## src/ahb_master_pkg.sv

```systemverilog
// Master state encoding and the 1 KB boundary position.
`default_nettype none

package ahb_master_pkg;

    // Transfer FSM states.
    typedef enum logic [2:0] {
        st_idle   = 3'd0,
        st_nonseq = 3'd1,
        st_seq    = 3'd2,
        st_busy   = 3'd3,
        st_error  = 3'd4
    } master_state_e;

    // Lowest address bit of a 1 KB region.
    localparam int kb_boundary_bits = 10;

endpackage

`default_nettype wire

```

## src/ahb_bus_pkg.sv

```systemverilog
// AHB-Lite protocol types: burst codes, transfer types, size code.
// Burst helpers for beat count and wrap detection.
`default_nettype none

package ahb_bus_pkg;

    // Burst codes in bus encoding.
    typedef enum logic [2:0] {
        burst_single = 3'd0,
        burst_incr   = 3'd1,
        burst_wrap4  = 3'd2,
        burst_incr4  = 3'd3,
        burst_wrap8  = 3'd4,
        burst_incr8  = 3'd5,
        burst_wrap16 = 3'd6,
        burst_incr16 = 3'd7
    } ahb_burst_e;

    typedef enum logic [1:0] {
        trans_idle   = 2'd0,
        trans_busy   = 2'd1,
        trans_nonseq = 2'd2,
        trans_seq    = 2'd3
    } ahb_trans_e;

    // Bytes per beat is 2**size.
    typedef logic [2:0] ahb_size_t;

    function automatic logic [4:0] burst_beats(input ahb_burst_e burst);
        case (burst)
            burst_wrap4, burst_incr4:   return 5'd4;
            burst_wrap8, burst_incr8:   return 5'd8;
            burst_wrap16, burst_incr16: return 5'd16;
            default:                    return 5'd1;
        endcase
    endfunction

    function automatic logic burst_is_wrap(input ahb_burst_e burst);
        return burst inside {burst_wrap4, burst_wrap8, burst_wrap16};
    endfunction

endpackage

`default_nettype wire
```

## src/ahb_master_top.sv

```systemverilog
// AHB-Lite master top: request check, FSM, burst address and data phase.
`timescale 1ns/1ps
`default_nettype none

module ahb_master_top #(
    parameter int addr_width   = 32,
    parameter int data_width   = 32,
    parameter int wait_timeout = 6
) (
    input  logic                    ahb_clk_in,
    input  logic                    ahb_rstn_in,
    output logic [addr_width-1:0]   ahb_addr,
    output ahb_bus_pkg::ahb_burst_e ahb_burst,
    output ahb_bus_pkg::ahb_size_t  ahb_size,
    output ahb_bus_pkg::ahb_trans_e ahb_trans,
    output logic                    ahb_write,
    output logic [data_width-1:0]   ahb_wdata,
    input  logic [data_width-1:0]   ahb_rdata,
    input  logic                    ahb_ready,
    input  logic                    ahb_resp,
    input  logic                    req_valid,
    input  logic                    req_write,
    input  logic                    req_delay,
    input  logic [addr_width-1:0]   req_addr,
    input  ahb_bus_pkg::ahb_burst_e req_burst,
    input  ahb_bus_pkg::ahb_size_t  req_size,
    input  logic [data_width-1:0]   req_wdata,
    output logic                    req_accept,
    output logic                    busy,
    output logic                    rsp_valid,
    output logic                    rsp_error,
    output logic [data_width-1:0]   rsp_rdata
);

    logic req_ok;
    logic start_burst;
    logic beat_taken;
    logic busy_hold;
    logic abort;
    logic last_beat;
    logic data_pending;
    logic data_error;

    ahb_req_check #(
        .addr_width(addr_width),
        .data_width(data_width)
    ) u_req_check (
        .req_addr (req_addr),
        .req_burst(req_burst),
        .req_size (req_size),
        .req_ok   (req_ok)
    );

    ahb_master_fsm #(
        .wait_timeout(wait_timeout)
    ) u_fsm (
        .ahb_clk_in  (ahb_clk_in),
        .ahb_rstn_in (ahb_rstn_in),
        .req_valid   (req_valid),
        .req_ok      (req_ok),
        .req_delay   (req_delay),
        .req_write   (req_write),
        .last_beat   (last_beat),
        .data_pending(data_pending),
        .data_error  (data_error),
        .ahb_ready   (ahb_ready),
        .ahb_trans   (ahb_trans),
        .ahb_write   (ahb_write),
        .busy        (busy),
        .req_accept  (req_accept),
        .start_burst (start_burst),
        .beat_taken  (beat_taken),
        .busy_hold   (busy_hold),
        .abort       (abort)
    );

    ahb_burst_addr #(
        .addr_width(addr_width)
    ) u_burst_addr (
        .ahb_clk_in (ahb_clk_in),
        .ahb_rstn_in(ahb_rstn_in),
        .start_burst(start_burst),
        .beat_taken (beat_taken),
        .busy_hold  (busy_hold),
        .req_addr   (req_addr),
        .req_burst  (req_burst),
        .req_size   (req_size),
        .ahb_addr   (ahb_addr),
        .ahb_burst  (ahb_burst),
        .ahb_size   (ahb_size),
        .last_beat  (last_beat)
    );

    ahb_data_phase #(
        .data_width(data_width)
    ) u_data_phase (
        .ahb_clk_in  (ahb_clk_in),
        .ahb_rstn_in (ahb_rstn_in),
        .beat_taken  (beat_taken),
        .abort       (abort),
        .ahb_write   (ahb_write),
        .ahb_ready   (ahb_ready),
        .ahb_resp    (ahb_resp),
        .req_wdata   (req_wdata),
        .ahb_rdata   (ahb_rdata),
        .ahb_wdata   (ahb_wdata),
        .data_pending(data_pending),
        .data_error  (data_error),
        .rsp_valid   (rsp_valid),
        .rsp_error   (rsp_error),
        .rsp_rdata   (rsp_rdata)
    );

endmodule

`default_nettype wire

```

## src/ahb_data_phase.sv

```systemverilog
// Data-phase tracking, HWDATA drive and the user response.
`timescale 1ns/1ps
`default_nettype none

module ahb_data_phase #(
    parameter int data_width = 32
) (
    input  logic                  ahb_clk_in,
    input  logic                  ahb_rstn_in,
    input  logic                  beat_taken,
    input  logic                  abort,
    input  logic                  ahb_write,
    input  logic                  ahb_ready,
    input  logic                  ahb_resp,
    input  logic [data_width-1:0] req_wdata,
    input  logic [data_width-1:0] ahb_rdata,
    output logic [data_width-1:0] ahb_wdata,
    output logic                  data_pending,
    output logic                  data_error,
    output logic                  rsp_valid,
    output logic                  rsp_error,
    output logic [data_width-1:0] rsp_rdata
);

    logic write_q;

    // Beat payload for the data phase.
    always_ff @(posedge ahb_clk_in) begin
        if (beat_taken) begin
            write_q   <= ahb_write;
            ahb_wdata <= req_wdata;
        end
    end

    ////////////////////////////////////////
    always_ff @(posedge ahb_clk_in) begin
        if (!ahb_rstn_in) begin
            data_pending <= 1'b0;
            rsp_valid    <= 1'b0;
            rsp_error    <= 1'b0;
        end else begin
            rsp_valid <= 1'b0;
            if (abort) begin
                data_pending <= 1'b0;
                rsp_valid    <= 1'b1;
                rsp_error    <= 1'b1;
                rsp_rdata    <= '0;
            end else begin
                if (data_pending && ahb_ready) begin
                    rsp_valid <= 1'b1;
                    rsp_error <= ahb_resp;
                    rsp_rdata <= write_q ? '0 : ahb_rdata;
                end
                // A new beat can enter as the previous one completes.
                if (beat_taken) begin
                    data_pending <= 1'b1;
                end else if (ahb_ready) begin
                    data_pending <= 1'b0;
                end
            end
        end
    end

    assign data_error = data_pending && ahb_resp;

endmodule

`default_nettype wire

```

## src/ahb_master_fsm.sv

```systemverilog
// Transfer FSM, HTRANS and HWRITE drive, beat strobes and wait-state timeout.
`timescale 1ns/1ps
`default_nettype none

module ahb_master_fsm #(
    parameter int wait_timeout = 6
) (
    input  logic                    ahb_clk_in,
    input  logic                    ahb_rstn_in,
    input  logic                    req_valid,
    input  logic                    req_ok,
    input  logic                    req_delay,
    input  logic                    req_write,
    input  logic                    last_beat,
    input  logic                    data_pending,
    input  logic                    data_error,
    input  logic                    ahb_ready,
    output ahb_bus_pkg::ahb_trans_e ahb_trans,
    output logic                    ahb_write,
    output logic                    busy,
    output logic                    req_accept,
    output logic                    start_burst,
    output logic                    beat_taken,
    output logic                    busy_hold,
    output logic                    abort
);

    import ahb_bus_pkg::*;
    import ahb_master_pkg::*;

    localparam int wait_w = $clog2(wait_timeout + 1);

    master_state_e     state;
    master_state_e     next_state;
    logic [wait_w-1:0] wait_cnt;
    logic              timeout;
    logic              go_error;

    ////////////////////////////////////////
    // Wait-state timer.
    assign timeout  = data_pending && !ahb_ready && (wait_cnt == wait_w'(wait_timeout - 1));
    assign go_error = timeout || data_error;

    always_ff @(posedge ahb_clk_in) begin
        if (!ahb_rstn_in || !data_pending || ahb_ready || state == st_error) begin
            wait_cnt <= '0;
        end else begin
            wait_cnt <= wait_cnt + 1'b1;
        end
    end

    ////////////////////////////////////////
    assign beat_taken = (state == st_nonseq || state == st_seq) && ahb_ready && !data_error;
    assign req_accept = beat_taken;

    always_comb begin
        next_state  = state;
        start_burst = 1'b0;
        case (state)
            st_idle: begin
                if (go_error) begin
                    next_state = st_error;
                end else if (req_valid && req_ok) begin
                    next_state  = st_nonseq;
                    start_burst = 1'b1;
                end else if (req_valid && !data_pending) begin
                    next_state = st_error;
                end
            end
            st_nonseq, st_seq: begin
                if (go_error) begin
                    next_state = st_error;
                end else if (beat_taken) begin
                    if (last_beat || !req_valid) begin
                        // Back-to-back request may follow without an idle cycle.
                        if (req_valid && req_ok) begin
                            next_state  = st_nonseq;
                            start_burst = 1'b1;
                        end else begin
                            next_state = st_idle;
                        end
                    end else if (req_delay) begin
                        next_state = st_busy;
                    end else begin
                        next_state = st_seq;
                    end
                end
            end
            st_busy: begin
                if (go_error) begin
                    next_state = st_error;
                end else if (ahb_ready && !req_delay) begin
                    next_state = st_seq;
                end
            end
            default: next_state = st_idle;
        endcase
    end

    always_ff @(posedge ahb_clk_in) begin
        if (!ahb_rstn_in) begin
            state     <= st_idle;
            ahb_write <= 1'b0;
        end else begin
            state <= next_state;
            if (start_burst) begin
                ahb_write <= req_write;
            end
        end
    end

    ////////////////////////////////////////
    always_comb begin
        case (state)
            st_nonseq: ahb_trans = trans_nonseq;
            st_seq:    ahb_trans = trans_seq;
            st_busy:   ahb_trans = trans_busy;
            default:   ahb_trans = trans_idle;
        endcase
    end

    assign busy_hold = (state == st_busy);
    assign abort     = (state == st_error);
    assign busy      = (state != st_idle) || data_pending;

    // BUSY only resumes the running burst.
    a_busy_not_nonseq: assert property (
        @(posedge ahb_clk_in) disable iff (!ahb_rstn_in)
        ahb_trans == trans_busy |=> ahb_trans != trans_nonseq
    );

endmodule

`default_nettype wire

```

## src/ahb_burst_addr.sv

```systemverilog
// Beat counter and next-address generation for incrementing and wrapping bursts.
`timescale 1ns/1ps
`default_nettype none

module ahb_burst_addr #(
    parameter int addr_width = 32
) (
    input  logic                    ahb_clk_in,
    input  logic                    ahb_rstn_in,
    input  logic                    start_burst,
    input  logic                    beat_taken,
    input  logic                    busy_hold,
    input  logic [addr_width-1:0]   req_addr,
    input  ahb_bus_pkg::ahb_burst_e req_burst,
    input  ahb_bus_pkg::ahb_size_t  req_size,
    output logic [addr_width-1:0]   ahb_addr,
    output ahb_bus_pkg::ahb_burst_e ahb_burst,
    output ahb_bus_pkg::ahb_size_t  ahb_size,
    output logic                    last_beat
);

    import ahb_bus_pkg::*;

    logic [3:0]            beat_cnt;
    logic                  advance;
    logic [addr_width-1:0] incr_addr;
    logic [addr_width-1:0] wrap_mask;
    logic [addr_width-1:0] wrap_addr;
    logic [addr_width-1:0] next_addr;

    ////////////////////////////////////////
    // Next beat address.
    assign incr_addr = ahb_addr + (addr_width'(1) << ahb_size);
    assign wrap_mask = (addr_width'(burst_beats(ahb_burst)) << ahb_size) - addr_width'(1);

    // Upper bits stay, lower bits roll over inside the wrap region.
    assign wrap_addr = (ahb_addr & ~wrap_mask) | (incr_addr & wrap_mask);
    assign next_addr = burst_is_wrap(ahb_burst) ? wrap_addr : incr_addr;

    assign advance = beat_taken && !busy_hold;

    ////////////////////////////////////////
    // Address-phase registers.
    always_ff @(posedge ahb_clk_in) begin
        if (!ahb_rstn_in) begin
            ahb_addr  <= '0;
            ahb_burst <= burst_single;
            ahb_size  <= '0;
            beat_cnt  <= '0;
        end else if (start_burst) begin
            ahb_addr  <= req_addr;
            ahb_burst <= req_burst;
            ahb_size  <= req_size;
            beat_cnt  <= 4'(burst_beats(req_burst) - 5'd1);
        end else if (advance) begin
            ahb_addr <= next_addr;
            // INCR has no fixed length.
            if (ahb_burst != burst_incr && beat_cnt != '0) begin
                beat_cnt <= beat_cnt - 4'd1;
            end
        end
    end

    assign last_beat = (beat_cnt == '0) && (ahb_burst != burst_incr);

    // Once the final beat of a fixed burst is taken, the FSM leaves the burst.
    a_no_beat_past_end: assert property (
        @(posedge ahb_clk_in) disable iff (!ahb_rstn_in)
        beat_taken && last_beat && !start_burst |=> !beat_taken
    );

endmodule

`default_nettype wire

```

## src/ahb_req_check.sv

```systemverilog
// Legality check of a new user request: size, alignment, 1 KB crossing.
`timescale 1ns/1ps
`default_nettype none

module ahb_req_check #(
    parameter int addr_width = 32,
    parameter int data_width = 32
) (
    input  logic [addr_width-1:0]  req_addr,
    input  ahb_bus_pkg::ahb_burst_e req_burst,
    input  ahb_bus_pkg::ahb_size_t  req_size,
    output logic                    req_ok
);

    import ahb_bus_pkg::*;
    import ahb_master_pkg::*;

    logic [10:0]           size_bits;
    logic [addr_width-1:0] size_mask;
    logic [addr_width-1:0] burst_span;
    logic [addr_width-1:0] last_addr;
    logic                  size_ok;
    logic                  align_ok;
    logic                  bound_ok;

    ////////////////////////////////////////
    // Size against the data bus.
    assign size_bits = 11'(1) << (4'(req_size) + 4'd3);
    assign size_ok   = int'(size_bits) <= data_width;

    // Address must sit on a beat boundary.
    assign size_mask = (addr_width'(1) << req_size) - addr_width'(1);
    assign align_ok  = (req_addr & size_mask) == '0;

    ////////////////////////////////////////
    // Fixed incrementing bursts stay inside one 1 KB region.
    assign burst_span = addr_width'(burst_beats(req_burst)) << req_size;
    assign last_addr  = req_addr + burst_span - addr_width'(1);

    always_comb begin
        bound_ok = 1'b1;
        if (req_burst inside {burst_incr4, burst_incr8, burst_incr16}) begin
            bound_ok = req_addr[addr_width-1:kb_boundary_bits]
                       == last_addr[addr_width-1:kb_boundary_bits];
        end
    end

    assign req_ok = size_ok && align_ok && bound_ok;

endmodule

`default_nettype wire

```

## config.mk

```make
export PLATFORM = sky130hd
export DESIGN_NAME = ahb_master_top
export DESIGN_NICKNAME = d
export VERILOG_FILES = /design/src/ahb_master_pkg.sv /design/src/ahb_bus_pkg.sv /design/src/ahb_master_top.sv /design/src/ahb_data_phase.sv /design/src/ahb_master_fsm.sv /design/src/ahb_burst_addr.sv /design/src/ahb_req_check.sv
export SDC_FILE = /design/constraint.sdc
export NUM_CORES = 1
export LEC_CHECK = 0
export BUFFER_PORTS_ARGS = -buffer_cell sky130_fd_sc_hd__buf_2
export CORE_MARGIN = 4
export CORE_UTILIZATION = 50
export CTS_BUF_LIST = sky130_fd_sc_hd__clkbuf_2 sky130_fd_sc_hd__clkbuf_4 sky130_fd_sc_hd__clkbuf_8
export CTS_CLUSTER_SIZE = 30
export DETAILED_ROUTE_END_ITERATION = 6
export PLACE_DENSITY = 0.75
export SLEW_MARGIN = 0
export SYNTH_ARGS = -nofsm -noshare
export SYNTH_HDL_FRONTEND = slang
export SYNTH_SLANG_ARGS = --single-unit
export TNS_END_PERCENT = 100
```

## constraint.sdc

```tcl
create_clock -name ahb_clk_in -period 17.13 [get_ports ahb_clk_in]
set_input_delay 2.5695 -clock ahb_clk_in [delete_from_list [all_inputs] [get_ports ahb_clk_in]]
set_output_delay 2.5695 -clock ahb_clk_in [all_outputs]
set_load 0.05 [all_outputs]
```

==> impl_metrics.py <==
metrics = {
    "outcome": {
        "status": "completed",
    },
    "routing": {
        "vias": 9507,
        "drt_pass1_iterations": 5,
        "drtIter0Drc": 933,
        "drcViolationCount": 0,
        "wl_per_cell_um": 20.9,
        "avgViaCountPerCell": 6.17,
        "routed_wirelength_um": 32300,
        "postRouteAntennaNets": 0,
    },
    "clock_tree": {
        "cts_made_buffers": 17,
        "cts_buffer_depth": 2,
        "cts_max_level": 4,
        "clock_latency_ns": 0.44,
        "clk_pin_slew_ns": 0.07,
        "cts_resized": 0,
        "holdBufCountCts": 0,
        "cts_root_buf": "clkbuf_8",
        "post_cts_buffers": 0,
        "cts.sinks": 117,
        "tritoncts": "yes",
    },
    "global_routing": {
        "grt_usage_pct": 29.5,
        "grt_overflow": 0,
        "antenna_found_initial": 0,
        "grt_max_degree": 62,
        "grt_pass1_vias": 8708,
        "grt_pass1_wl_um": 47900,
    },
    "logic_synthesis": {
        "synth_nets": 1284,
        "synth_area_mm2": 0.00935,
        "synth_seq_cells": 117,
        "synth_area_leaders": "edfxtp_1 (21%), dfxtp_1 (11%), ha_1 (7.4%)",
        "synth_area_per_cell_um2": 8.36,
        "synth_top_area_share_pct": 20.9,
        "synth_edf_count": 65,
        "synth_top_area_cell": "edfxtp_1",
        "synth_cell_type_count": 78,
        "ys_seq_area_share_pct": 32.0,
        "synthCells": 1119,
        "synthFlopType": "edfxtp_1",
        "ys_warn_count": 0,
        "async_flop_share_pct": 0,
    },
    "worst_setup_path": {
        "arrival_ns": 8.69,
        "startpoint_type": "input pin",
        "path_cells": "buf_2 -> nand2_1 -> or3_1 -> o31ai_1 -> a21oi_1 -> ha_1 -> inv_1 -> ha_1 -> a21oi_1 -> o221ai_1 -> nor2b_1 -> nor3_1 -> a2111o_1 -> nor4bb_1 -> nand4_1 -> a2111oi_4 -> buf_4 -> or2_2 -> mux2i_1 -> ha_1 -> nand2_1 -> xnor2_1 -> o211a_1",
        "cp_max_fo": 45,
        "crit_slowest_cell": "or2_2",
        "cp-end-kind": "flip-flop",
        "cp_common_cell": "ha_1",
        "cpPeakStageDelay_ns": 0.83,
        "required_ns": 17.45,
        "rrSetupSlack_ns": 12.31,
        "critPathKind": "input pin to flip-flop",
    },
    "worst_hold_path": {
        "hold_path_class": "flip-flop to flip-flop",
    },
    "sta": {
        "period_needed_ns": 8.37,
        "skew_ns": 0.0175,
        "setup_viol": 0,
        "finalCritPeriodShare_pct": 48.8,
        "rsz0062_at_grt": "no",
        "max_freq_mhz": 120,
        "drv_slew": 0,
        "relSlewSlack_pct": 18.0,
        "timing.final.ws_setup_ns": 8.76,
        "hold_viol": 0,
        "tightest_slew_ns": 1.21,
        "final.setup.tns_ns": 0,
    },
    "power_and_ir_drop": {
        "p_int_uw": 487,
        "p_switching_uw": 289,
        "swShare_pct": 37.3,
        "seqPwrFrac_pct": 39.6,
        "ir_drop_uv": 44.9,
        "clkPwrFrac_pct": 29.2,
        "p_leak_uw": 0.00500,
        "p_per_area_mw_per_mm2": 71.6,
        "power_frac_comb_pct": 31.2,
    },
    "floorplan": {
        "fp.dieH_um": 145,
        "die_w_um": 145,
        "ios": 218,
        "dieArea_mm2": 0.0210,
        "rows": 49,
        "start_util_pct": 51.4,
        "core_area_mm2": 0.0182,
    },
    "finish": {
        "num_antenna_cells": 0,
        "fillers": 1645,
        "fin_nets": 1465,
        "drive_gt1_share_pct": 20.6,
        "instances_no_fill": 1542,
        "syn_to_final_growth_pct": 15.8,
    },
    "place": {
        "gp_congestion": 1.02,
        "dp_hpwl_um": 26100,
        "pre_cts_slack_ns": 8.46,
        "io_buffers": 217,
        "placed_cells": 1510,
    },
    "run": {
        "drv_cap": 0,
    },
}
final timing paths:
check	cells after the start	endpoint	start
max	23	u_burst_addr.beat_cnt[2]	req_size[0]
min	0	u_data_phase.write_q	u_fsm.ahb_write
max reg2reg	15	u_burst_addr.beat_cnt[2]	u_fsm.state[0]
min reg2reg	0	u_data_phase.write_q	u_fsm.ahb_write
synthesized netlist by cell type (4+ instances only):
master	instances
nand4_1	30
o211a_1	30
o22ai_1	8
and2_1	36
nand2_1	107
a21o_1	11
buf_2	7
a22oi_1	6
a21oi_1	71
nor2_1	70
mux2_2	4
nor3_1	30
a2111oi_0	9
ha_1	55
o21ai_0	85
o32ai_1	4
a21boi_0	9
nor3b_1	4
nand2b_1	11
o21a_1	13
a211oi_1	11
nor2b_1	11
inv_1	74
and4_1	5
o21ai_1	4
mux2i_1	19
xor2_1	35
and3_1	15
o211ai_1	13
clkbuf_1	46
edfxtp_1	65
or2_2	4
o31ai_1	10
dfxtp_1	52
a31oi_1	8
o41ai_1	5
nand3_1	29
nor4_1	18
a221o_1	4
xnor2_1	29
o2111ai_1	4
routing by layer:
| metal | vias to the layer above | part of all wire [%] | track usage [%] |
|---|---|---|---|
| li1 | 4532 | - | - |
| met1 | 4407 | 41 | 38.7 |
| met2 | 514 | 47 | 49.1 |
| met3 | 54 | 9.1 | 6.31 |
| met4 | 0 | 2.6 | 8.59 |
| met5 | - | 0 | 0 |
cell type report:
class / instances / area (um2) / area share (%)
Inverter: 75 / 282 / 2.60
Timing Repair Buffer: 222 / 1120 / 10.4
Tap cell: 229 / 287 / 2.64
Sequential cell: 117 / 2990 / 27.6
Multi-Input combinational cell: 867 / 5800 / 53.6
Clock buffer: 19 / 249 / 2.30
Clock inverter: 13 / 97.6 / 0.901
through the flow:
| stage | cell area, um2 | util [%] | hold WS (ns) | power, uW |
|---|---|---|---|---|
| after floorplan | 9350 | - | 0.421 | 477 |
| after global placement | 10500 | 57.6 | 0.433 | 551 |
| after detailed placement | 10500 | 57.6 | 0.442 | 548 |
| after CTS | 10800 | 59.5 | 0.465 | 772 |
| after global routing | 10800 | 59.5 | 0.480 | 809 |
| final | 10800 | 59.5 | 0.458 | 776 |
power groups by stage:
stage | Sequential, uW | Combinational, uW | Clock, uW
CTS | 307 | 236 | 229
floorplan | 334 | 143 | 0
finish | 307 | 242 | 226
global route | 308 | 260 | 241
detailed placement | 314 | 235 | 0
global placement | 313 | 237 | 0
logic make-up after synthesis:
logic type      after synthesis  synth area share [%]
simple gates                386                  20.9
compound gates              337                  24.9
buf+inv                     135                  5.99
flops                       117                  32.0
xor+xnor                     64                  5.99
fa+ha+maj                    56                  7.57
mux                          24                  2.64
worst max-delay path: cells and delay by family:
kind                       cells  cell delay, ns
and+or+nand+nor                8            2.48
AOI/OAI and AO/OA              7            1.69
adders and majority gates      3            0.88
muxes                          1            0.28
buffers and inverters          3            0.62
xor gates and xnor gates       1            0.16
cell usage in the layout (no fill, tap or decap), drive strengths merged, types with 35 or more instances in the layout:
master  instances
buf           222
nand2         107
o21ai          89
inv            81
a21oi          71
nor2           70
edfxtp         65
ha             55
dfxtp          52
and2           36
xor2           35
Power figures use the tool's default switching activity.
